$ cat config.mk
export PLATFORM = sky130hd
export DESIGN_NAME = tcdm_prio_mux_flat
export DESIGN_NICKNAME = d
export VERILOG_FILES = /design/src/hw/tcdm_pkg.sv /design/src/hw/tcdm_if.sv /design/src/hw/tcdm_prio_mux.sv /design/src/hw/tcdm_route_fifo.sv /design/src/flat_wrapper.sv
export VERILOG_INCLUDE_DIRS = /design/src /design/src/hw
export SDC_FILE = /design/constraint.sdc
export NUM_CORES = 1
export LEC_CHECK = 0
export ABC_AREA = 1
export BUFFER_PORTS_ARGS = -buffer_cell sky130_fd_sc_hd__buf_2
export CAP_MARGIN = 20
export CORE_AREA = 2 2 121 123
export CTS_CLUSTER_SIZE = 16
export DETAILED_ROUTE_END_ITERATION = 16
export DIE_AREA = 0 0 123 125
export SLEW_MARGIN = 20
export SYNTH_ARGS = -nofsm -noshare
export SYNTH_HDL_FRONTEND = slang
export SYNTH_SLANG_ARGS = --single-unit
$ cat constraint.sdc
create_clock -name clk_i -period 3.1 [get_ports clk_i]
set_input_delay 0.31 -clock clk_i [delete_from_list [all_inputs] [get_ports clk_i]]
set_output_delay 0.31 -clock clk_i [all_outputs]
set_load 0.005 [all_outputs]
$ cat src/hw/tcdm_params.svh
// tcdm subsystem parameters: bus widths, bank geometry, response latency and route depth
`ifndef TCDM_PARAMS_SVH
`define TCDM_PARAMS_SVH

// bus widths, addr is a byte address
`define TCDM_ADDR_W 32
`define TCDM_DATA_W 32
`define TCDM_BE_W   4

// single bank of 32-bit words
`define TCDM_BANK_WORDS 256

// cycles from the granting edge to the response strobe
`define TCDM_RSP_LATENCY 2

// must cover every request that can be outstanding, so keep it >= TCDM_RSP_LATENCY
`define TCDM_ROUTE_DEPTH 4

`endif

$ cat src/hw/tcdm_pkg.sv
// tcdm shared types: request and response records and the one-hot port select
`include "tcdm_params.svh"

package tcdm_pkg;

  // request side, held stable by the requester until gnt
  typedef struct packed {
    logic                    req;
    logic [`TCDM_ADDR_W-1:0] addr;
    logic                    we;    // 1 = write, 0 = read
    logic [`TCDM_BE_W-1:0]   be;
    logic [`TCDM_DATA_W-1:0] data;
  } tcdm_req_t;

  // response side, valid is a single-cycle strobe with no back-pressure
  typedef struct packed {
    logic                    gnt;
    logic                    valid;
    logic [`TCDM_DATA_W-1:0] data;  // zero whenever valid is low
  } tcdm_rsp_t;

  // one-hot, bit 0 is port 0 and bit 1 is port 1
  typedef logic [1:0] port_sel_t;

  localparam port_sel_t SEL_NONE = 2'b00;
  localparam port_sel_t PORT0    = 2'b01;
  localparam port_sel_t PORT1    = 2'b10;

endpackage

$ cat src/hw/tcdm_if.sv
// tcdm bus: one request record towards memory and one response record back
`timescale 1ns/1ns

interface tcdm_if import tcdm_pkg::*; ();

  tcdm_req_t req;
  tcdm_rsp_t rsp;

  // requester side
  modport master (
    output req,
    input  rsp
  );

  // memory side, grants and answers
  modport slave (
    input  req,
    output rsp
  );

endinterface

$ cat src/hw/tcdm_prio_mux.sv
// fixed-priority 2-to-1 tcdm multiplexer, port 1 wins, responses routed back in grant order
`timescale 1ns/1ns

module tcdm_prio_mux import tcdm_pkg::*; (
  input logic        clk_i,
  input logic        rst_ni,
  tcdm_if.slave      slv0_i,
  tcdm_if.slave      slv1_i,
  tcdm_if.master     mst_o
);

  port_sel_t win_sel;     // requester that owns the bank this cycle
  port_sel_t route_sel;   // owner of the oldest outstanding request
  logic      route_empty;
  logic      route_full;
  logic      fifo_push;
  logic      fifo_pop;
  logic      rsp_valid;

  // port 1 takes the bank whenever it asks, port 0 only gets the leftovers
  always_comb begin
    if (slv1_i.req.req) begin
      win_sel = PORT1;
    end else if (slv0_i.req.req) begin
      win_sel = PORT0;
    end else begin
      win_sel = SEL_NONE;
    end
  end

  // the winner's record goes out whole, its req bit is low only when nobody asks
  assign mst_o.req = win_sel[1] ? slv1_i.req : slv0_i.req;

  assign fifo_push = mst_o.req.req & mst_o.rsp.gnt;  // one entry per accepted transfer
  assign fifo_pop  = mst_o.rsp.valid;
  assign rsp_valid = mst_o.rsp.valid & ~route_empty;

  tcdm_route_fifo i_route_fifo (
    .clk_i   (clk_i),
    .rst_ni  (rst_ni),
    .push_i  (fifo_push),
    .sel_i   (win_sel),
    .pop_i   (fifo_pop),
    .sel_o   (route_sel),
    .empty_o (route_empty),
    .full_o  (route_full)
  );

  // grant goes to the winner only, the response to whoever the head entry names
  always_comb begin
    slv0_i.rsp     = '0;
    slv1_i.rsp     = '0;
    slv0_i.rsp.gnt = win_sel[0] & mst_o.rsp.gnt;
    slv1_i.rsp.gnt = win_sel[1] & mst_o.rsp.gnt;

    if (rsp_valid) begin
      if (route_sel == PORT1) begin
        slv1_i.rsp.valid = 1'b1;
        slv1_i.rsp.data  = mst_o.rsp.data;
      end else if (route_sel == PORT0) begin
        slv0_i.rsp.valid = 1'b1;
        slv0_i.rsp.data  = mst_o.rsp.data;
      end
    end
  end

endmodule

$ cat src/hw/tcdm_route_fifo.sv
// route fifo: remembers in grant order which port owns each outstanding tcdm request
`timescale 1ns/1ns
`include "tcdm_params.svh"

module tcdm_route_fifo import tcdm_pkg::*; (
  input  logic      clk_i,
  input  logic      rst_ni,
  input  logic      push_i,
  input  port_sel_t sel_i,
  input  logic      pop_i,
  output port_sel_t sel_o,
  output logic      empty_o,
  output logic      full_o
);

  localparam int unsigned DEPTH = `TCDM_ROUTE_DEPTH;
  localparam int unsigned PTR_W = (DEPTH > 1) ? $clog2(DEPTH) : 1;
  localparam int unsigned CNT_W = $clog2(DEPTH + 1);

  port_sel_t        mem_q [DEPTH];
  logic [PTR_W-1:0] wr_ptr_q;
  logic [PTR_W-1:0] rd_ptr_q;
  logic [CNT_W-1:0] cnt_q;
  logic             do_push;
  logic             do_pop;

  assign empty_o = (cnt_q == '0);
  assign full_o  = (cnt_q == CNT_W'(DEPTH));

  // a pop frees the head slot in the same cycle, so push into a full fifo is fine then
  assign do_pop  = pop_i && !empty_o;
  assign do_push = push_i && (!full_o || do_pop);

  assign sel_o = mem_q[rd_ptr_q];  // oldest entry, meaningless while empty

  always_ff @(posedge clk_i or negedge rst_ni) begin
    if (!rst_ni) begin
      wr_ptr_q <= '0;
      rd_ptr_q <= '0;
      cnt_q    <= '0;
    end else begin
      if (do_push) begin
        wr_ptr_q <= (wr_ptr_q == PTR_W'(DEPTH - 1)) ? '0 : wr_ptr_q + 1'b1;
      end
      if (do_pop) begin
        rd_ptr_q <= (rd_ptr_q == PTR_W'(DEPTH - 1)) ? '0 : rd_ptr_q + 1'b1;
      end
      case ({do_push, do_pop})
        2'b10:   cnt_q <= cnt_q + 1'b1;
        2'b01:   cnt_q <= cnt_q - 1'b1;
        default: cnt_q <= cnt_q;  // idle, or push and pop cancel out
      endcase
    end
  end

  // storage
  always_ff @(posedge clk_i) begin
    if (do_push) begin
      mem_q[wr_ptr_q] <= sel_i;
    end
  end

endmodule

$ cat src/flat_wrapper.sv
// flat-port wrapper written by rule: the top's interface ports become plain ports
module tcdm_prio_mux_flat import tcdm_pkg::*;
  (clk_i, rst_ni, slv0_i_req, slv0_i_rsp, slv1_i_req, slv1_i_rsp, mst_o_req, mst_o_rsp);
  tcdm_if slv0_i_i ();
  tcdm_if slv1_i_i ();
  tcdm_if mst_o_i ();
  input logic clk_i;
  input logic rst_ni;
  input wire logic [$bits(slv0_i_i.req)-1:0] slv0_i_req;
  output wire logic [$bits(slv0_i_i.rsp)-1:0] slv0_i_rsp;
  input wire logic [$bits(slv1_i_i.req)-1:0] slv1_i_req;
  output wire logic [$bits(slv1_i_i.rsp)-1:0] slv1_i_rsp;
  output wire logic [$bits(mst_o_i.req)-1:0] mst_o_req;
  input wire logic [$bits(mst_o_i.rsp)-1:0] mst_o_rsp;
  assign slv0_i_i.req = slv0_i_req;
  assign slv0_i_rsp = slv0_i_i.rsp;
  assign slv1_i_i.req = slv1_i_req;
  assign slv1_i_rsp = slv1_i_i.rsp;
  assign mst_o_req = mst_o_i.req;
  assign mst_o_i.rsp = mst_o_rsp;
  tcdm_prio_mux u_core (.clk_i(clk_i), .rst_ni(rst_ni), .slv0_i(slv0_i_i), .slv1_i(slv1_i_i), .mst_o(mst_o_i));
endmodule
After elaboration in Yosys (flattened, before gate mapping)
Memory sizes are Yosys's and may differ from the RTL's.
Index checks and enable logic that the tools add are counted.
{ "word_totals": {"reg_bits": 7, "mem_bits_rw": 8, "inputBits": 176, "output_inout_bits": 138, "word_cells": 40, "n_memories": 1} }
{ "memory_table": {"columns": ["name", "depth", "width", "read_ports", "rd_clocked_by_memory_dff", "wr", "line", "text"], "rows": [
  ["u_core.i_route_fifo.mem_q", 4, 2, 1, 0, 1, "tcdm_route_fifo.sv:20", "port_sel_t mem_q [DEPTH];"]
]} }
{ "op_classes": {"n_addsub": 4, "eq_ne": 7, "muxes": 13, "bitwise": 5, "n_reduce_logical": 7} }
{ "ops": {"columns": ["operator", "count"], "rows": [
  ["two-way mux 33 bit", 5],
  ["two-way mux 70 bit", 1],
  ["equality test 2 bit (second input constant)", 4],
  ["two-way mux 2 bit", 3],
  ["case mux 3 bit (2 select lines)", 1],
  ["adder 2 x 1 -> 2 bit (second input constant)", 2],
  ["AND 1 bit", 4],
  ["equality test 2 x 1 -> 1 bit (second input constant)", 2],
  ["adder 3 x 1 -> 3 bit (second input constant)", 1],
  ["equality test 3 bit (second input constant)", 1],
  ["logical NOT 3 bit", 1],
  ["two-way mux 1 bit", 3],
  ["subtractor 3 x 1 -> 3 bit (second input constant)", 1],
  ["logical AND 1 bit", 2],
  ["logical NOT 1 bit", 2],
  ["nonzero test 2 bit", 1],
  ["logical OR 1 bit", 1],
  ["NOT 1 bit", 1]
]} }

Logic depth before layout (Yosys ltp)
Gate-level depths: netlist of the first run.
{ "logic_depth": {"word_depth": 7, "ltp_mapped": 11, "mapped_depth_nobuf": 10} }

Hierarchy
A second synthesis of the first run with hierarchy kept.
{ "unflattened": {"cells_unflattened": 469, "hier_area_um2": 2523.7} }
{ "by_module_without_submodules": {"columns": ["mod", "instances", "cells_each", "area_each_um2", "seq_area_each_um2"], "rows": [
  ["tcdm_prio_mux", 1, 389, 1721.7, 0.0],
  ["tcdm_route_fifo", 1, 80, 802.0, 415.4]
]} }

Worst setup path after synthesis of the first run
Ideal clock, no wire load.
{ "synth_timing": {"path_type": "input to register", "start": "input slv1_i_req[69]", "end": "register u_core.i_route_fifo.cnt_q[2]", "setup_ps": 62, "arrival_ps": 1614, "required_ps": 3038, "path_slack_ps": 1424, "path_stages": 11, "n_path_buf": 1, "path_cell_list": "buf_4 nor2_1 inv_1 nand2_1 nand3_1 fa_1 inv_1 nand4_1 nand3_1 nand2_1 inv_1"} }
{ "synth_via": {"elab_chain_cells": 6, "word_cells_on_any_way": 8, "classes_between": "2 x eq/ne; 3 x mux; 1 x bitwise; 2 x reduce/logical"} }
{ "synth_lines": {"columns": ["element", "line", "text"], "rows": [
  ["start: declaration", "flat_wrapper.sv:11", "input wire logic [$bits(slv1_i_i.req)-1:0] slv1_i_req;"],
  ["two-way mux 2 bit", "tcdm_prio_mux.sv:22", "if (slv1_i.req.req) begin"],
  ["two-way mux 70 bit *", "tcdm_prio_mux.sv:32", "assign mst_o.req = win_sel[1] ? slv1_i.req : slv0_i.req;"],
  ["net mst_o_req[69]", "flat_wrapper.sv:13", "output wire logic [$bits(mst_o_i.req)-1:0] mst_o_req;"],
  ["AND 1 bit *", "tcdm_prio_mux.sv:34", "assign fifo_push = mst_o.req.req & mst_o.rsp.gnt;"],
  ["logical AND 1 bit *", "tcdm_route_fifo.sv:32", "assign do_push = push_i && (!full_o || do_pop);"],
  ["equality test 2 x 1 -> 1 bit or equality test 2 bit (tied branches)", "tcdm_route_fifo.sv:48", "case ({do_push, do_pop})"],
  ["case mux 3 bit (2 select lines) or nonzero test 2 bit (tied branches)", null, null],
  ["end signal: assignment", "tcdm_route_fifo.sv:49", "2'b10: cnt_q <= cnt_q + 1'b1;"],
  ["end signal: assignment", "tcdm_route_fifo.sv:50", "2'b01: cnt_q <= cnt_q - 1'b1;"],
  ["end signal: assignment", "tcdm_route_fifo.sv:51", "default: cnt_q <= cnt_q;"],
  ["end: declaration", "tcdm_route_fifo.sv:23", "logic [CNT_W-1:0] cnt_q;"]
]} }
The timed path passes the listed nets; every way through them passes the cells marked *.
A chain may end at the register's enable or synchronous reset.

Worst setup path after layout of the first run
{ "layout_timing": {"start": "register u_core.i_route_fifo.rd_ptr_q[0]", "end": "output slv1_i_rsp[11]"} }
{ "layout_via": {"elab_chain_cells": 4} }
{ "layout_lines": {"columns": ["element", "line", "text"], "rows": [
  ["start: declaration", "tcdm_route_fifo.sv:22", "logic [PTR_W-1:0] rd_ptr_q;"],
  ["start signal: assignment", "tcdm_route_fifo.sv:46", "rd_ptr_q <= (rd_ptr_q == PTR_W'(DEPTH - 1)) ? '0 : rd_ptr_q + 1'b1;"],
  ["memory (4 x 2 bit)", null, null],
  ["equality test 2 bit", "tcdm_prio_mux.sv:57", "if (route_sel == PORT1) begin"],
  ["two-way mux 33 bit", "tcdm_prio_mux.sv:57", null],
  ["two-way mux 33 bit", "tcdm_prio_mux.sv:56", "if (rsp_valid) begin"],
  ["end: declaration", "flat_wrapper.sv:12", "output wire logic [$bits(slv1_i_i.rsp)-1:0] slv1_i_rsp;"]
]} }
No other way between the ends.

==> impl_metrics.tcl, run 1 <==
set metrics [dict create \
    seq_area_sq_um 415 \
    synth_ff_type "edfxtp_1" \
    hpwlAfterDp_mm 9.36 \
    synth_top_family_by_area "multiplexers" \
    core_sq_um 14200 \
    portBuffers 313 \
    htreeDepth 1 \
    fp.dieW_microns 123 \
    ant_nets 0 \
    synth_area_leader_cell "mux2_2" \
    dp_slack_ns 1.16 \
    arrival_ns 1.85 \
    yosysWarnings 0 \
    clkTransAtPathRegs_ns 0.05 \
    reg2reg_depth 9 \
    syn-num-nets 459 \
    cts_buffers 3 \
    routed_wl_mm 10.4 \
    drtPass1Iterations 4 \
    drt_iter0_drc 75 \
    regToRegEndpoint "u_core.i_route_fifo.cnt_q[2]$_DFFE_PN0P_" \
    fmax_mhz 463 \
    cts_resized 0 \
    hold_viol 0 \
    synth_xor_area_share_pct 0.412 \
    yosys_register_bits 15 \
    row_count 44 \
    hp-class "input pin to async pin" \
    peakVddDrop_mv 0.144 \
    cpPeakStageDelay_ns 0.45 \
    antenna_found_initial 4 \
    synthAdderAreaFrac_pct 3.88 \
    maxSlewHeadroom_pct 57.4 \
    worstSetupPathType "flip-flop to output pin" \
    maxCapViolCount 0 \
    synthMuxAreaShare_pct 36.5 \
    gp_congestion 0.903 \
    setup-tns-final_ns 0 \
    power_density_nw_per_um2 395 \
    insertion_delay_ns 0.25 \
    crit_path_start_kind "flip-flop" \
    cts.path.max_buffers 2 \
    grt_pass1_wl_mm 14.4 \
    required_ns 2.79 \
    skew_ns 0.00646 \
    syn_area_per_cell_sq_um 7.68 \
    grt_max_degree 34 \
    area_delta_synth_final_pct 85.2 \
    post-route-period-util_pct 69.6 \
    dieArea_sq_um 15400 \
    rsz0062_at_grt "false" \
    numClockSinks 15 \
    grt.overflow.total 0 \
    chipHeight_microns 125 \
    cpMostUsedCell "nand2_2" \
    initial_core_util_pct 15.0 \
    synth.yosys.seq_area_share_pct 19.5 \
    wl_per_cell_microns 13.5 \
    drive_gt1_share_pct 68.7 \
    nets 768 \
    postLayoutCoreUtil_pct 27.7 \
    crit_path_cell_trace "inv_1 > nand2_1 > nand3_1 > nand2_2 > nor2_2 > nand2_2 > nor2_1 > buf_2" \
    grt_pass1_vias 2720 \
    crit_slowest_cell "dfrtp_1" \
    slew_viol_final 0 \
    tightest_slew_ns 0.637 \
    async_flop_share_pct 46.7 \
    critPathCaptureType "output pin" \
    drc_errors 0 \
    routed_via_density 3.85 \
    syn_inst 277 \
    root_buffer "clkbuf_16" \
    synth_area_sq_um 2130 \
    finalWorstSetupSlack_ns 0.941 \
    grtUsageTotal_pct 12.6 \
    synth-simple-area-share_pct 21.5 \
    tritoncts "yes" \
    via_count 2975 \
    io_pins 314 \
    fill_cells 1567 \
    timing.final.crit_period_ns 2.16 \
    r2r_setup_slack_ns 1.46 \
    r2r-start "u_core.i_route_fifo.cnt_q[2]$_DFFE_PN0P_" \
    synth_compound_area_share_pct 3.53 \
    synth_area_leaders "mux2_2, nor2_1, edfxtp_1" \
    leakage_uw 0.00241 \
    multi_input_area_sq_um 1400 \
    synth-edff-count 8 \
    synth.distinct_cells 22 \
    synth_top_area_share_pct 36.5 \
    synth_commonest_cells "mux2_2, nor2_1, inv_1, nand2_1, edfxtp_1" \
    yosysMostFrequentCell "mux2_2" \
    setup_viol 0 \
    status "finished clean" \
    crit_fanout 33 \
]
logic make-up (layout without fill, tap and decap cells):
family                     Yosys count  in the layout
buffers and inverters               68            376
and+or+nand+nor                    108            108
adders and majority gates            6              6
xor gates and xnor gates             1              1
DFF                                 15             15
other                                0              3
AOI/OAI and AO/OA                   10             10
muxes                               69             69
final cells by class:
cell class / instances / share of cell area [%]
diodes: 3 / 0.190
clock buffers: 4 / 2.00
inverters: 54 / 5.14
multi-input cells: 194 / 35.5
flip-flops and latches: 15 / 10.5
well taps: 184 / 5.84
repair buffers: 318 / 40.8
through the flow:
| step | hold WS, ns | total power [uW] | cells | cell area, sq um |
|---|---|---|---|---|
| 3_5_place_dp | 0.164 | 1320 | 764 | 3840 |
| 6_report | 0.455 | 1560 | 772 | 3940 |
| 3_3_place_gp | 0.157 | 1320 | 764 | 3840 |
| 2_1_floorplan | 0.0144 | 942 | 277 | 2130 |
| 4_1_cts | 0.454 | 1580 | 769 | 3930 |
| 5_1_grt | 0.486 | 1740 | 771 | 3940 |
how the worst max path moves through the flow:
stage               cells after the start  slack, ns                                       end                                   startpoint
floorplan                              11       1.42  u_core.i_route_fifo.cnt_q[2]$_DFFE_PN0P_                               slv1_i_req[69]
global placement                       11       1.15  u_core.i_route_fifo.cnt_q[2]$_DFFE_PN0P_                               slv1_i_req[69]
detailed placement                     11       1.16  u_core.i_route_fifo.cnt_q[2]$_DFFE_PN0P_                               slv1_i_req[69]
CTS                                     8       0.89                            slv1_i_rsp[11]  u_core.i_route_fifo.rd_ptr_q[0]$_DFFE_PN0P_
global route                            8       0.62                            slv1_i_rsp[17]  u_core.i_route_fifo.rd_ptr_q[0]$_DFFE_PN0P_
finish                                  8       0.94                            slv1_i_rsp[11]  u_core.i_route_fifo.rd_ptr_q[0]$_DFFE_PN0P_
critical path, delay by kind of cell, from the launching register on:
family	cells	cell delay, ns
flops	1	0.45
buf+inv	2	0.25
simple gates	6	0.89
state kept, by name (all words and copies together) (netlist names):
name,flops
u_core.i_route_fifo.rd_ptr_q,2
u_core.i_route_fifo.wr_ptr_q,2
u_core.i_route_fifo.mem_q,8
u_core.i_route_fifo.cnt_q,3
power breakdown:
group	internal [uW]	switching (uW)
sequential	276	51.1
combinational	447	535
clock	174	75.4
what timing repair did:
item | in CTS | in global routing
hold buffers | 1 | 0
setup buffers | 0 | 0
hold endpoints to repair | 7 | 0
per-layer routing:
layer	up-vias	GRT usage (%)	routed length (microns)
met5	-	0	13
met2	186	23.9	5320
li1	1487	-	-
met1	1285	11.2	3530
met4	2	5.95	304
met3	15	5.06	1280
cell usage in the layout (no fill, tap or decap):
cell / count
a21boi_4: 1
a21oi_1: 3
buf_2: 313
buf_4: 4
clkbuf_1: 1
clkbuf_16: 3
dfrtp_1: 7
diode_2: 3
dlygate4sd3_1: 1
edfxtp_1: 8
fa_1: 1
ha_1: 5
inv_1: 54
mux2_2: 69
nand2_1: 20
nand2_2: 3
nand3_1: 7
nand3_4: 1
nand4_1: 1
nor2_1: 68
nor2_2: 7
nor3_1: 1
o21ai_0: 5
o21ai_4: 1
xor2_1: 1
Note: power is estimated with default switching activity, not from simulation.
==> run 2: changes to the inputs <==
ABC_AREA = 0   (was 1)
CORE_AREA = 2 2 122 124   (was 2 2 121 123)
DIE_AREA = 0 0 124 126   (was 0 0 123 125)
clock period = 1.8 ns   (was 3.1 ns; I/O delays follow)
==> run 2 against run 1 <==
The flow now finishes with violations (negative setup slack). Combinational power increased to 2.5 times the previous value. Sequential cell count stayed put. Synthesized area is 1.4% lower. Worst setup slack worse by 1.2 ns. Clock skew down 0.0038 ns. Critical path type unchanged. Largest power group unchanged. Highest routed layer is now met4.
==> impl_metrics.tcl, run 2 <==
set metrics [dict create \
    status "complete, but fails checks" \
    violations "negative setup slack" \
    yosysWarnings 0 \
    routed_via_density 4.09 \
    finalWorstSetupSlack_ns -0.284 \
    core_sq_um 14300 \
    yosysMostFrequentCell "mux2_2" \
    async_flop_share_pct 46.7 \
    power_density_nw_per_um2 799 \
    io_pins 314 \
    routed_wl_mm 10.5 \
    nets 712 \
    leakage_uw 0.00244 \
    antenna_found_initial 0 \
    crit_path_start_kind "flip-flop" \
    tritoncts "yes" \
    grt_max_degree 77 \
    numClockSinks 15 \
    ant_nets 0 \
    via_count 2913 \
    post-route-period-util_pct 116 \
    synth_area_leaders "mux2_2, and3_1, edfxtp_1" \
    hpwlAfterDp_mm 8.48 \
    row_count 44 \
    area_delta_synth_final_pct 106 \
    final_cell_mix "buf_2, mux2_2, and3_1" \
    reg.largest.list "u_core.i_route_fifo.mem_q (8), u_core.i_route_fifo.cnt_q (3)" \
    cts.path.max_buffers 2 \
    grt.overflow.total 0 \
    insertion_delay_ns 0.24 \
    largest_reg_flops 8 \
    synth_top_area_share_pct 38.1 \
    finalNonFillerCells 713 \
    clkTransAtPathRegs_ns 0.05 \
    syn_area_per_cell_sq_um 9.80 \
    yosys_register_bits 15 \
    synth_commonest_cells "mux2_2, and3_1" \
    antennaDiodeCount 0 \
    dieArea_sq_um 15600 \
    arrival_ns 1.90 \
    fmax_mhz 480 \
    root_buffer "clkbuf_16" \
    drtPass1Iterations 4 \
    drt_iter0_drc 51 \
    slew_viol_final 0 \
    hold_viol 0 \
    fp.dieW_microns 124 \
    peakVddDrop_mv 0.567 \
    wl_per_cell_microns 14.8 \
    maxCapViolCount 0 \
    required_ns 1.62 \
    synth.distinct_cells 28 \
    grtUsageTotal_pct 11.7 \
    grt_pass1_vias 2662 \
    timing.final.crit_period_ns 2.08 \
    synth_area_leader_cell "mux2_2" \
    grt_pass1_wl_mm 14.0 \
    postLayoutCoreUtil_pct 30.2 \
    dp.cells 696 \
    initial_core_util_pct 14.7 \
    htreeDepth 1 \
    worstSetupPathType "flip-flop to output pin" \
    synth_area_sq_um 2100 \
    gp_congestion 0.790 \
    tightest_slew_ns 0.519 \
    rsz0062_at_grt "true" \
    maxSlewHeadroom_pct 65.4 \
    largest_register "u_core.i_route_fifo.mem_q" \
    crit_fanout 13 \
    setup_viol 66 \
    syn-num-nets 396 \
    synth.yosys.seq_area_share_pct 19.8 \
    layout_commonest_cell "buf_2" \
    critPathCaptureType "output pin" \
    hp-class "input pin to async pin" \
    synth-edff-count 8 \
    synth_ff_type "edfxtp_1" \
    drc_errors 0 \
    syn_inst 214 \
    cts_buffers 3 \
    drive_gt1_share_pct 82.8 \
    portBuffers 313 \
    chipHeight_microns 126 \
    skew_ns 0.00268 \
]
[run 2: critical path, cell delays in order (launching register included)]
cell	delay (ns)
dfrtp_1	0.40
mux4_2	0.62
nor2b_4	0.18
buf_12	0.14
and3_1	0.18
buf_2	0.13
[run 2: cell families after synthesis]
| family | Yosys count | synth area share [%] |
|---|---|---|
| AND/OR/NAND/NOR | 85 | 25.8 |
| multiplexers | 74 | 40.7 |
| buffers and inverters | 26 | 7.27 |
| flip-flops | 15 | 19.8 |
| AO/OA/AOI/OAI | 6 | 1.67 |
| adder cells (fa/ha/maj) | 6 | 3.94 |
| XOR/XNOR | 2 | 0.835 |
[run 2: cell type report]
class	count	area (sq um)
Clock buffer	3	75.1
Tap cell	184	230
Inverter	4	15.0
Multi-Input combinational cell	175	1670
Sequential cell	15	415
Fill cell	1523	9990
Clock inverter	1	5.00
Timing Repair Buffer	331	1920
[run 2: per-stage QoR]
step           hold WS [ns]  instance area [sq um]  TNS [ns]  setup WS, ns  total power [uW]
2_1_floorplan        -0.116                   2120         0       0.00635              1730
3_3_place_gp         0.0372                   3830     -8.54        -0.160              2310
5_1_grt               0.352                   4330    -21.19        -0.356              3740
4_1_cts               0.335                   4210    -16.61        -0.277              3350
6_report              0.329                   4330    -15.97        -0.284              3460
3_5_place_dp         0.0342                   3830     -9.79        -0.187              2300
[run 2: routing by layer]
metal / up-vias / routed length (microns) / track usage [%]
li1: 1421 / - / -
met1: 1297 / 3810 / 11.6
met2: 187 / 5470 / 22.9
met3: 8 / 1110 / 3.80
met4: 0 / 145 / 3.30
met5: - / 0 / 0
[run 2: where the power goes]
part,internal [uW],switching (uW)
Clock,296,133
Combinational,1430,1040
Sequential,476,90.1
[run 2: path summary, 6_finish.rpt]
kind	slack, ns	depth (start not counted)	start	end
worst min-delay path	0.33	2	rst_ni	u_core.i_route_fifo.rd_ptr_q[1]$_DFFE_PN0P_
worst max-delay path	-0.28	5	u_core.i_route_fifo.rd_ptr_q[0]$_DFFE_PN0P_	slv1_i_rsp[11]
worst max register to register	0.10	6	u_core.i_route_fifo.cnt_q[0]$_DFFE_PN0P_	u_core.i_route_fifo.cnt_q[2]$_DFFE_PN0P_
max in group asynchronous	1.30	2	rst_ni	u_core.i_route_fifo.wr_ptr_q[0]$_DFFE_PN0P_
worst min register to register	0.51	1	u_core.i_route_fifo.cnt_q[2]$_DFFE_PN0P_	u_core.i_route_fifo.cnt_q[2]$_DFFE_PN0P_
min in group clk_i	0.41	3	slv0_i_req[69]	u_core.i_route_fifo.mem_q[2][0]$_DFFE_PP_
[run 2: timing repair]
action,CTS,global route
cloned,3,0
endpoints found under the hold margin,7,0
resized for setup,37,18
hold buffers,1,0
pin swaps,20,9
setup buffers,7,3
endpoints found under the setup margin,66,67
